### src/hdl/coll_pkg.sv
package coll_pkg;

	////////////////////////////////////////////////////////////////////////////
	// Sizes
	////////////////////////////////////////////////////////////////////////////

	localparam int NUM_LINKS = 3;
	localparam int NUM_CTX   = 4;
	localparam int CTX_W     = 2;
	localparam int RANK_W    = 9;
	localparam int DATA_W    = 32;
	localparam int LINK_W    = $clog2(NUM_LINKS);

	// Body is one data word wide, config view padded up to it
	localparam int BODY_W    = DATA_W;
	localparam int CFG_PAD_W = BODY_W - 1 - NUM_LINKS - 2 * RANK_W;

	typedef logic [LINK_W-1:0] link_idx_t;

	typedef enum logic {
		OP_SUM = 1'b0,
		OP_MAX = 1'b1
	} op_e;

	typedef enum logic {
		KIND_CFG  = 1'b0,
		KIND_DATA = 1'b1
	} flit_kind_e;

	////////////////////////////////////////////////////////////////////////////
	// Flit layout
	////////////////////////////////////////////////////////////////////////////

	// Communicator setup, same rank fields as the newcomm word
	typedef struct packed {
		logic [CFG_PAD_W-1:0] pad;
		op_e                  op;
		logic [NUM_LINKS-1:0] child_mask;
		logic [RANK_W-1:0]    root_rank;
		logic [RANK_W-1:0]    local_rank;
	} comm_cfg_t;

	// One child's contribution fills the whole body
	typedef struct packed {
		logic [DATA_W-1:0] value;
	} coll_data_t;

	typedef union packed {
		comm_cfg_t  cfg;
		coll_data_t data;
	} flit_body_u;

	typedef struct packed {
		flit_kind_e        kind;
		logic [CTX_W-1:0]  ctx;
		logic [RANK_W-1:0] src_rank;
		flit_body_u        body;
	} flit_t;

	////////////////////////////////////////////////////////////////////////////
	// Context store and result
	////////////////////////////////////////////////////////////////////////////

	typedef struct packed {
		logic                 configured;
		op_e                  op;
		logic [NUM_LINKS-1:0] child_mask;
		logic [RANK_W-1:0]    root_rank;
		logic [RANK_W-1:0]    local_rank;
		logic [NUM_LINKS-1:0] rcvd_mask;
		logic [DATA_W-1:0]    acc;
	} ctx_entry_t;

	typedef struct packed {
		logic [CTX_W-1:0]  ctx;
		logic [RANK_W-1:0] root_rank;
		logic [RANK_W-1:0] src_rank;
		logic [DATA_W-1:0] value;
	} result_t;

endpackage

### src/hdl/link_ingress.sv
`timescale 1ns/1ps

module link_ingress (
	input  logic            clk,
	input  logic            rst,
	input  logic            in_valid,
	input  coll_pkg::flit_t in_flit,
	input  logic            gnt,
	output logic            req,
	output logic            busy,
	output coll_pkg::flit_t flit
);

	logic full;

	// Single slot, link holds off while it is occupied
	assign busy = full;
	assign req = full;

	always_ff @(posedge clk) begin
		if (rst) begin
			full <= 1'b0;
		end else if (in_valid) begin
			full <= 1'b1;
		end else if (gnt) begin
			// Store takes the flit at this edge
			full <= 1'b0;
		end
	end

	// Payload only, no reset
	always_ff @(posedge clk) begin
		if (in_valid && !full) begin
			flit <= in_flit;
		end
	end

endmodule

### src/hdl/table_arbiter.sv
`timescale 1ns/1ps

module table_arbiter (
	input  logic                           clk,
	input  logic                           rst,
	input  logic [coll_pkg::NUM_LINKS-1:0] req,
	input  coll_pkg::flit_t                flit [coll_pkg::NUM_LINKS],
	output logic [coll_pkg::NUM_LINKS-1:0] gnt,
	output logic                           sel_valid,
	output coll_pkg::link_idx_t            sel_link,
	output coll_pkg::flit_t                sel_flit
);

	import coll_pkg::*;

	// Last link served
	link_idx_t last;

	////////////////////////////////////////////////////////////////////////////
	// Winner search
	////////////////////////////////////////////////////////////////////////////

	always_comb begin
		int cand;

		gnt = '0;
		sel_valid = 1'b0;
		sel_link = '0;
		// Start one past the last winner and wrap around
		for (int k = 1; k <= NUM_LINKS; k++) begin
			cand = (int'(last) + k) % NUM_LINKS;
			if (!sel_valid && req[cand]) begin
				sel_valid = 1'b1;
				sel_link = link_idx_t'(cand);
				gnt[cand] = 1'b1;
			end
		end
	end

	assign sel_flit = flit[sel_link];

	// Reset value makes link 0 first in line
	always_ff @(posedge clk) begin
		if (rst) begin
			last <= link_idx_t'(NUM_LINKS - 1);
		end else if (sel_valid) begin
			last <= sel_link;
		end
	end

endmodule

### src/hdl/context_store.sv
`timescale 1ns/1ps

module context_store (
	input  logic                clk,
	input  logic                rst,
	input  logic                sel_valid,
	input  coll_pkg::link_idx_t sel_link,
	input  coll_pkg::flit_t     sel_flit,
	output logic                result_valid,
	output coll_pkg::result_t   result,
	output logic                drop_valid
);

	import coll_pkg::*;

	ctx_entry_t ctx_tab [NUM_CTX];

	ctx_entry_t           cur;
	ctx_entry_t           nxt;
	comm_cfg_t            cfg;
	coll_data_t           dat;
	logic [NUM_LINKS-1:0] link_bit;
	logic [NUM_LINKS-1:0] rcvd_next;
	logic [DATA_W-1:0]    acc_next;
	logic                 wr_en;
	logic                 done;
	logic                 drop;

	// Same body word, two readings
	assign cfg = sel_flit.body.cfg;
	assign dat = sel_flit.body.data;

	assign cur = ctx_tab[sel_flit.ctx];

	always_comb begin
		link_bit = '0;
		link_bit[sel_link] = 1'b1;
	end

	assign rcvd_next = cur.rcvd_mask | link_bit;

	////////////////////////////////////////////////////////////////////////////
	// Reduction operator
	////////////////////////////////////////////////////////////////////////////

	always_comb begin
		if (cur.rcvd_mask == '0) begin
			// First child of this round
			acc_next = dat.value;
		end else if (cur.op == OP_SUM) begin
			acc_next = cur.acc + dat.value;
		end else if (dat.value > cur.acc) begin
			acc_next = dat.value;
		end else begin
			acc_next = cur.acc;
		end
	end

	////////////////////////////////////////////////////////////////////////////
	// Entry update
	////////////////////////////////////////////////////////////////////////////

	always_comb begin
		nxt = cur;
		wr_en = 1'b0;
		done = 1'b0;
		drop = 1'b0;
		if (sel_valid) begin
			if (sel_flit.kind == KIND_CFG) begin
				wr_en = 1'b1;
				nxt.configured = 1'b1;
				nxt.op = cfg.op;
				nxt.child_mask = cfg.child_mask;
				nxt.root_rank = cfg.root_rank;
				nxt.local_rank = cfg.local_rank;
				nxt.rcvd_mask = '0;
				nxt.acc = '0;
			end else if (!cur.configured || (cur.child_mask & link_bit) == '0 ||
				(cur.rcvd_mask & link_bit) != '0) begin
				// Unknown context, link outside the tree, or a repeat
				drop = 1'b1;
			end else if (rcvd_next == cur.child_mask) begin
				// Last child in, rearm for the next round
				wr_en = 1'b1;
				done = 1'b1;
				nxt.rcvd_mask = '0;
				nxt.acc = '0;
			end else begin
				wr_en = 1'b1;
				nxt.rcvd_mask = rcvd_next;
				nxt.acc = acc_next;
			end
		end
	end

	always_ff @(posedge clk) begin
		if (rst) begin
			for (int i = 0; i < NUM_CTX; i++) begin
				ctx_tab[i].configured <= 1'b0;
				ctx_tab[i].rcvd_mask <= '0;
			end
		end else if (wr_en) begin
			ctx_tab[sel_flit.ctx] <= nxt;
		end
	end

	////////////////////////////////////////////////////////////////////////////
	// Outputs toward the root
	////////////////////////////////////////////////////////////////////////////

	always_ff @(posedge clk) begin
		if (rst) begin
			result_valid <= 1'b0;
			drop_valid <= 1'b0;
		end else begin
			result_valid <= done;
			drop_valid <= drop;
		end
	end

	always_ff @(posedge clk) begin
		if (done) begin
			result.ctx <= sel_flit.ctx;
			result.root_rank <= cur.root_rank;
			result.src_rank <= cur.local_rank;
			result.value <= acc_next;
		end
	end

endmodule

### src/hdl/coll_node.sv
`timescale 1ns/1ps

module coll_node (
	input  logic                           clk,
	input  logic                           rst,
	input  logic [coll_pkg::NUM_LINKS-1:0] link_valid,
	input  coll_pkg::flit_t                link_flit [coll_pkg::NUM_LINKS],
	output logic [coll_pkg::NUM_LINKS-1:0] link_busy,
	output logic                           result_valid,
	output coll_pkg::result_t              result,
	output logic                           drop_valid
);

	import coll_pkg::*;

	logic [NUM_LINKS-1:0] req;
	logic [NUM_LINKS-1:0] gnt;
	flit_t                buf_flit [NUM_LINKS];
	logic                 sel_valid;
	link_idx_t            sel_link;
	flit_t                sel_flit;

	// x, y, z negative children in link order
	for (genvar l = 0; l < NUM_LINKS; l++) begin : g_link
		link_ingress link_i (
			.clk      (clk),
			.rst      (rst),
			.in_valid (link_valid[l]),
			.in_flit  (link_flit[l]),
			.gnt      (gnt[l]),
			.req      (req[l]),
			.busy     (link_busy[l]),
			.flit     (buf_flit[l])
		);
	end

	table_arbiter arb_i (
		.clk       (clk),
		.rst       (rst),
		.req       (req),
		.flit      (buf_flit),
		.gnt       (gnt),
		.sel_valid (sel_valid),
		.sel_link  (sel_link),
		.sel_flit  (sel_flit)
	);

	context_store store_i (
		.clk          (clk),
		.rst          (rst),
		.sel_valid    (sel_valid),
		.sel_link     (sel_link),
		.sel_flit     (sel_flit),
		.result_valid (result_valid),
		.result       (result),
		.drop_valid   (drop_valid)
	);

endmodule

### config.mk
export PLATFORM = sky130hd
export DESIGN_NAME = coll_node
export DESIGN_NICKNAME = d
export VERILOG_FILES = /design/src/hdl/coll_pkg.sv /design/src/hdl/link_ingress.sv /design/src/hdl/table_arbiter.sv /design/src/hdl/context_store.sv /design/src/hdl/coll_node.sv
export SDC_FILE = /design/constraint.sdc
export NUM_CORES = 1
export LEC_CHECK = 0
export ABC_CLOCK_PERIOD_IN_PS = 8900
export BUFFER_PORTS_ARGS = -buffer_cell sky130_fd_sc_hd__buf_2
export CAP_MARGIN = 20
export CORE_UTILIZATION = 40
export DETAILED_ROUTE_END_ITERATION = 8
export SYNTH_ARGS = -nofsm -noshare
export SYNTH_HDL_FRONTEND = slang
export SYNTH_SLANG_ARGS = --single-unit
### constraint.sdc
create_clock -name clk -period 8.9 [get_ports clk]
set_input_delay 1.78 -clock clk [delete_from_list [all_inputs] [get_ports clk]]
set_output_delay 1.78 -clock clk [all_outputs]
set_load 0.005 [all_outputs]
; Yosys cells after proc, flatten, opt, wreduce, memory -nomap -nowiden
; Memories as Yosys holds them, arrays and structs flattened.
; Index checks and enable logic that the tools add are counted.
[op_classes]
add_sub_neg = 4
n_div = 3
n_lt_le_gt_ge = 10
n_eq_ne = 1
n_mux = 59
bitwise = 8
reduce_logical = 25
[ops]
columns = op, count
row1 = $mux 58, 2
row2 = $mux 35, 3
row3 = $ge 32x1->1 const B, 3
row4 = $lt 32x4->1 const B, 3
row5 = $mod 32x3->32 const B, 3
row6 = $mux 32, 3
row7 = $bmux 44 s2, 1
row8 = $mux 44, 2
row9 = $reduce_or 58->1, 1
row10 = $add 32x32->32, 1
row11 = $gt 32x32->1, 1
row12 = $mux 1, 32
row13 = $mux 23, 1
row14 = $mux 2, 5
row15 = $logic_and 1x1->1, 9
row16 = $mux 3, 3
row17 = $or 3x3->3, 3
row18 = $demux 1 s2, 4
row19 = $add 2x2->3 const B, 2
row20 = $and 3x3->3, 2
row21 = $bmux 1 s2, 3
row22 = $logic_not 1->1, 6
row23 = $logic_not 3->1, 2
row24 = $reduce_bool 2->1, 3
row25 = other kinds (10), 12
[word_totals]
regBits = 191
ramBits = 232
inputBits = 137
out_inout_bits = 57
mem_count = 1
[memory_table]
columns = name, words, word_bits, read_ports, rd_ports_with_merged_regs, write_ports, line
row1 = store_i.ctx_tab, 4, 58, 1, 0, 4, context_store.sv:16  ; ctx_entry_t ctx_tab [NUM_CTX];

; Longest topological paths before layout
; Gate-level depths: netlist (run 1).
; An unclocked memory read counts as a cell.
[depth]
depth_word = 29
depth_mapped = 31

; Modules after synthesis
; From an unflattened synthesis (run 1), not the netlist that was laid out.
[hier_totals]
hier_cells = 1326
hier_area_um2 = 19790.2
[by_module_without_submodules]
columns = mod, instances, cells_each, area_each_um2, seq_area_each_um2
row1 = context_store, 1, 975, 14261.2, 8568.2
row2 = link_ingress, 3, 50, 1371.3, 1341.3
row3 = table_arbiter, 1, 201, 1415.1, 40.0

; Worst setup path before layout (run 1)
; OpenSTA, ideal clock, no wires.
[synth_path]
path_type = register -> register
start = reg arb_i.last[1]
end = reg, netlist name store_i.result[0]
arrival_time_ps = 8171
required_time_ps = 8309
slack_ps = 138
path_stages_with_launch = 17
path_buffers = 3
synth_period_minus_slack_ps = 8762
path_cell_list = dfxtp_1 inv_1 ha_1 buf_6 mux2_4 a21bo_1 buf_6 o311a_1 mux2_4 nor2_8 inv_4 buf_6 mux2i_1 mux2_4 a221oi_1 o211ai_1 nor4_1
[synth_between]
elab_chain_len = 24
[synth_lines]
columns = item, line
row1 = "start, declared", table_arbiter.sv:17  ; link_idx_t last;
row2 = "start signal, assigned", table_arbiter.sv:45  ; last <= link_idx_t'(NUM_LINKS - 1);
row3 = "start signal, assigned", table_arbiter.sv:47  ; last <= sel_link;
row4 = $add 2x1->3, table_arbiter.sv:31  ; cand = (int'(last) + k) % NUM_LINKS;
row5 = $mod 32x3->32, table_arbiter.sv:31
row6 = $bmux 1 s2, table_arbiter.sv:32  ; if (!sel_valid && req[cand]) begin
row7 = $mux 1 (not written as such) (2 in a row), table_arbiter.sv:32
row8 = $mux 1, table_arbiter.sv:32
row9 = $logic_not 1->1, table_arbiter.sv:32
row10 = $logic_and 1x1->1, table_arbiter.sv:32
row11 = $mux 1, table_arbiter.sv:32
row12 = (+7 left out), n/a
row13 = $mem_v2 4x58, n/a
row14 = $and 3x3->3, context_store.sv:78  ; end else if (!cur.configured || (cur.child_mask & link_bit) == '0 ||
row15 = $logic_not 3->1, context_store.sv:78
row16 = $logic_or 1x1->1 (2 in a row), context_store.sv:78
row17 = $mux 1, context_store.sv:78
row18 = $mux 1, context_store.sv:69  ; if (sel_flit.kind == KIND_CFG) begin
row19 = $mux 1 *, context_store.sv:68  ; if (sel_valid) begin
row20 = named net store_i.done, context_store.sv:26  ; logic done;
; Mark *: on every way through the listed nets, which the timed path passes. The rest lies on a longest branch. The select of a mux whose other input is x is not followed.
; A chain may end at the register's enable or synchronous reset.

==> reports/qor.csv, run 1 <==
metric,value,unit
startpoint types,register,
chip width,221,um
clock latency on the worst-skew pair,0.58,ns
worst min-delay path class,register to register,
drt via density,5.47,
Compound-Gate Fraction of Synth Area,11.9,%
TritonCTS clock tree,done,
Buffers on Ports,166,
DR iter-0 viols,879,
CTS Root Buffer Type,clkbuf_16,
cell family with most CP delay,compound AO/OA/AOI/OAI gates,
XOR/XNOR Fraction of Synth Area,1.18,%
PostCTS Resize Cnt,0,
CP most frequent cell,nand2_1,
Post-Synthesis Cells,1667,
global-route wire length before repair,77.4,mm
Syn-to-layout area delta,15.7,%
Remaining DRCs,0,
post-synthesis mux area share,3.07,%
hold buffer count at CTS,0,
clock slew at reported path FFs,0.06,ns
"Largest stage delay, worst path",0.55,ns
CTS sink cnt,396,
Rows,79,
syn nets,1872,
"commonest non-fill, non-tap cell in the layout",edfxtp_1,
Post-synth EDFFs,389,
core area,0.0470,mm^2
vias in the first global route,13500,
Worst path slowest cell,or4_1,
post-synth top area cell,edfxtp_1,
Setup crit end kind,register,
FILL cells,4254,
Rel. slew slack,21.9,%
Clock Skew,0.0186,ns
largest net degree at the start of global routing,84,
min cycle time layout,8.05,ns
Top Ports,194,
Detailed Route WL,50.2,mm
worst path bufs/invs,5,
Synth async-reset ratio,0,%
Least-Margin Pin Slew,1.16,ns
Tcrit/Tclk final,90.4,%
Synth Flop Type,edfxtp_1,
"commonest non-fill, non-tap cells in the layout","389 x edfxtp_1, 346 x nand2_1, 166 x buf_2, 106 x nor2_1, 96 x o21ai_0",
Max Slew Vio Count,0,
layout cells sized above 1,16.9,%
RSZ-0062 raised after global routing,no,
dominant cells by area after synthesis,"edfxtp_1 61%, nand2_1 6.8%, ha_1 4.4%",
Initial Util,41.0,%
#FFs+latches synth,396,
initial antenna violation count,1,
area occupied by multi-input gates,0.00678,mm^2
kind of critical path,register to register,
register area,0.0118,mm^2
Overflow after GRT,0,
max cap viols,0,
drt wl/cell,20.3,um
share of the synthesized area in the top cell type,60.8,%
Placed Area,0.0208,mm^2
drt pass-1 iters,5,
CTS buffer count,44,
Die Y-Extent,221,um
final-report setup violation count,0,
Critical Path RT,9.24,ns
DR vias,13500,
Final nets,2039,
sequential share of the synthesized area,61.5,%
Peak Freq,0.124,GHz
setup_tns,0,ns
Post-Layout Inst Area,0.0222,mm^2
gr usage total,20.4,%
CP startpoint,arb_i.last[0],
clock tree buffer depth,3,
Post-Syn Area per Cell,11.5,um^2
Final Hold Viols,0,
post-synthesis adder-cell area fraction,4.46,%
Crit path arrival time,8.39,ns
largest family of logic cells by synthesized area,simple AND/OR/NAND/NOR gates,
die area,0.0489,mm^2
Post-Syn Area,0.0192,mm^2
synth warn,0,
htree depth,2,
post-CTS setup buffers,0,
Hold Crit Start,arb_i.last[1],
number of nets with antenna violations after routing,0,
status,"complete, no violations",
worst-path maximum fanout,50,
distinct cell type count after synthesis,83,
ant diodes,0,
RR Startpoint,arb_i.last[0],
Final GP Congestion,0.917,
Simple-Gate Fraction of Synth Area,14.4,%
Post-DP HPWL,33.7,mm
## layout make-up
cell class	instances	share of cell area, %
Sequential cell	396	53.2
Multi-Input combinational cell	1105	30.5
Timing Repair Buffer	209	5.54
Clock buffer	55	5.23
Tap cell	607	3.41
Inverter	78	1.36
Clock inverter	25	0.816
## per-layer routing
metal  up-vias  GRT usage, %  part of all wire (%)  routed length [um]
li1       6442             -                     -                   -
met1      6537          28.0                    45               22400
met2       458          32.8                    46               23200
met3        93          3.43                   6.4                3230
met4         2          6.74                   2.8                1410
met5         -             0                 0.026                  13
## Yosys cell counts (all sizes together), types with 12 or more instances
| cell | number |
|---|---|
| o32ai | 14 |
| o2bb2ai | 17 |
| nand2 | 346 |
| xnor2 | 21 |
| a22oi | 16 |
| nor4 | 12 |
| nand3 | 49 |
| and3 | 22 |
| edfxtp | 389 |
| ha | 67 |
| o21ai | 99 |
| clkbuf | 51 |
| a31oi | 23 |
| nor2b | 13 |
| mux2i | 50 |
| inv | 78 |
| buf | 37 |
| nor3 | 22 |
| a21oi | 52 |
| nor2 | 109 |
## logic make-up (layout without fill, tap and decap cells)
kind of cell               Yosys count  in the layout
DFF                                396            396
AOI/OAI and AO/OA                  330            330
adders and majority gates           68             68
muxes                               56             56
and+or+nand+nor                    625            625
xor gates and xnor gates            26             26
buffers and inverters              166            367
## flip-flops by register name, summed over array words and instances (netlist names)
signal,cells
store_i.result_valid,1
store_i.drop_valid,1
arb_i.last,2
store_i.ctx_tab,232
g_link.link_i.busy,3
store_i.result,52
g_link.link_i.flit,105
## per-stage QoR
| step | hold slack, ns | util (%) | std cells | worst slack, ns |
|---|---|---|---|---|
| global placement | 0.518 | 44.4 | 2392 | 1.04 |
| CTS | 0.546 | 47.2 | 2472 | 0.909 |
| finish | 0.549 | 47.4 | 2475 | 0.851 |
| global route | 0.586 | 47.4 | 2475 | 0.142 |
| floorplan | 0.494 | - | 1667 | 0.138 |
| detailed placement | 0.532 | 44.4 | 2392 | 0.938 |
## worst paths after layout
| path | end | slack (ns) | depth (start not counted) |
|---|---|---|---|
| worst max register to register | store_i.ctx_tab[0][20] | 0.85 | 26 |
| worst min-delay path | arb_i.last[1] | 0.55 | 2 |
| worst max-delay path | store_i.ctx_tab[0][20] | 0.85 | 26 |
| worst min register to register | arb_i.last[1] | 0.55 | 2 |
## tightest hold or removal path, stage by stage, from the launching register on
cell     delay, ns
dfxtp_1       0.38
a21oi_1       0.08
nand2_1       0.06
Power of run 1 is not shown: default switching activity piles up to over one toggle a cycle in this logic, so the estimate is an artifact.
==> inputs of run 2 (changes only) <==
--- a/config.mk
+++ b/config.mk
@@ -8,8 +8,11 @@
 export ABC_CLOCK_PERIOD_IN_PS = 8900
 export BUFFER_PORTS_ARGS = -buffer_cell sky130_fd_sc_hd__buf_2
 export CAP_MARGIN = 20
-export CORE_UTILIZATION = 40
+export CELL_PAD_IN_SITES_DETAIL_PLACEMENT = 2
+export CELL_PAD_IN_SITES_GLOBAL_PLACEMENT = 2
+export CORE_UTILIZATION = 36
 export DETAILED_ROUTE_END_ITERATION = 8
+export PLACE_DENSITY = 0.74
 export SYNTH_ARGS = -nofsm -noshare
 export SYNTH_HDL_FRONTEND = slang
 export SYNTH_SLANG_ARGS = --single-unit
==> run 2 against run 1 <==
Clock skew fell by 0.00077 ns. Critical endpoint is now store_i.ctx_tab[1][20]. Via count up 4.7%. Die area increased by 11%.
==> reports/qor.csv, run 2 (same netlist as run 1, synthesis figures left out) <==
metric,value,unit,change
DR vias,14200,,+4.7%
vias in the first global route,15700,,+16%
post-CTS setup buffers,0,,unchanged
RR Startpoint,arb_i.last[0],,
CTS sink cnt,396,,unchanged
htree depth,2,,unchanged
Final GP Congestion,0.885,,-3.4%
Buffers on Ports,166,,unchanged
worst min-delay path class,register to register,,
DR iter-0 viols,763,,-13%
GRT met2 Usage,40.8,%,+8.1 points
Die Y-Extent,233,um,+5.4%
PostCTS Resize Cnt,0,,unchanged
number of nets with antenna violations after routing,0,,unchanged
Post-DP HPWL,43.4,mm,+28%
Final nets,2052,,+0.64%
chip width,233,um,+5.4%
CTS buffer count,44,,unchanged
Critical Path RT,9.26,ns,+0.02 ns
hold depth,2,,unchanged
hold buffer count at CTS,0,,unchanged
gr busiest metal,met2,,
min cycle time layout,7.80,ns,-0.245 ns
gr usage total,23.5,%,+3.1 points
Largest register FFs,232,,unchanged
Final Hold Viols,0,,unchanged
ant diodes,0,,unchanged
RSZ-0062 raised after global routing,no,,
Hold Slack,0.567,ns,+0.0181 ns
Tcrit/Tclk final,87.7,%,-2.7 points
CTS Root Buffer Type,clkbuf_16,,
clock slew at reported path FFs,0.06,ns,about the same
"commonest non-fill, non-tap cell in the layout",edfxtp_1,,
Rel. slew slack,24.4,%,+2.4 points
Syn-to-layout area delta,16.8,%,
final setup margin,1.10,ns,+0.245 ns
Top reg by flops,store_i.ctx_tab,,
Hold Path End,arb_i.last[1],,
startpoint types,register,,
drt wl/cell,24.4,um,+20%
Remaining DRCs,0,,unchanged
Top Ports,194,,unchanged
worst-path maximum fanout,58,,+16%
clock tree buffer depth,3,,unchanged
Peak Freq,0.128,GHz,+3.1%
met1 usage in global routing,30.9,%,+2.9 points
final-report setup violation count,0,,unchanged
core area,0.0527,mm^2,+12%
worst reg-to-reg path cell count,25,,-3.8%
drt pass-1 iters,5,,unchanged
largest net degree at the start of global routing,115,,+37%
Least-Margin Pin Slew,1.13,ns,-0.0341 ns
Rows,84,,+6.3%
Clock Skew,0.0179,ns,-0.000766 ns
Hold Crit Start,arb_i.last[1],,
initial antenna violation count,2,,+1
Crit path arrival time,8.17,ns,-0.22 ns
drt via density,5.52,,+0.90%
Detailed Route WL,62.7,mm,+25%
TritonCTS clock tree,done,,
layout cells sized above 1,17.3,%,+0.43 points
Max Slew Vio Count,0,,unchanged
die area,0.0543,mm^2,+11%
max cap viols,0,,unchanged
Overflow after GRT,0,,unchanged
Setup crit end kind,register,,
pre-CTS setup slack,1.25,ns,+0.314 ns
flop2flop setup slack,1.10,ns,+0.24 ns
global-route wire length before repair,95.8,mm,+24%
Initial Util,36.5,%,-4.4 points
setup_tns,0,ns,unchanged
kind of critical path,register to register,,
worst r2r dst,store_i.ctx_tab[1][20],,
Regs by FF count,"store_i.ctx_tab x232, g_link.link_i.flit x105, store_i.result x52",,
clock latency on the worst-skew pair,0.58,ns,about the same
status,"complete, no violations",,
met3 usage in global routing,3.25,%,-0.18 points
"commonest non-fill, non-tap cells in the layout","389 x edfxtp_1, 346 x nand2_1, 166 x buf_2, 106 x nor2_1, 94 x o21ai_0",,
FILL cells,5384,,+27%
==> run 2: cell type report <==
| cell class | instances | area (um^2) | share of cell area, % |
|---|---|---|---|
| multi-input combinational | 1105 | 6780 | 30.2 |
| inverter | 78 | 302 | 1.34 |
| timing repair buffer | 222 | 1340 | 5.96 |
| clock buffer | 56 | 1190 | 5.29 |
| tap | 688 | 861 | 3.83 |
| sequential | 396 | 11800 | 52.7 |
| clock inverter | 22 | 165 | 0.736 |
==> run 2: layer usage <==
metal | vias to the layer above | wire length [um]
li1 | 6457 | -
met1 | 7293 | 27800
met2 | 330 | 31200
met3 | 82 | 2610
met4 | 0 | 1100
met5 | - | 0
==> run 2: worst max-delay path by stage <==
| stage | start | to | depth (start not counted) |
|---|---|---|---|
| finish | arb_i.last[0] | store_i.ctx_tab[1][20] | 25 |
| floorplan | arb_i.last[1] | store_i.result[0] | 16 |
| detailed placement | arb_i.last[0] | store_i.ctx_tab[3][28] | 25 |
| CTS | arb_i.last[0] | store_i.ctx_tab[3][28] | 25 |
| global placement | arb_i.last[0] | store_i.ctx_tab[0][28] | 24 |
| global route | arb_i.last[0] | store_i.ctx_tab[2][26] | 28 |
==> run 2: per-stage QoR <==
step	instances	area, um^2	util, %
6_report	2567	22500	42.6
5_1_grt	2567	22500	42.6
4_1_cts	2564	22400	42.5
3_5_place_dp	2486	21000	40.0
3_3_place_gp	2486	21000	40.0
2_1_floorplan	1667	19200	-
==> run 2: worst max-delay path, cell delays in order, from the launching register on <==
cell	delay, ns
dfxtp_1	0.39
inv_1	0.09
ha_1	0.45
o21ai_1	0.68
a21oi_1	0.14
o31a_1	0.46
nor2_4	0.20
clkinv_2	0.27
buf_12	0.28
nand2_1	0.12
nand2_1	0.06
o21ai_0	0.45
inv_1	0.11
ha_1	0.32
nor2b_1	0.05
o21ai_0	0.15
a21oi_1	0.10
o41ai_1	0.57
nor2_1	0.08
or4_1	0.54
o31ai_2	0.53
and2_1	0.24
buf_4	0.23
nand2_1	0.27
o31a_1	0.42
o22ai_1	0.30
Power of run 2 is left out for the same reason.
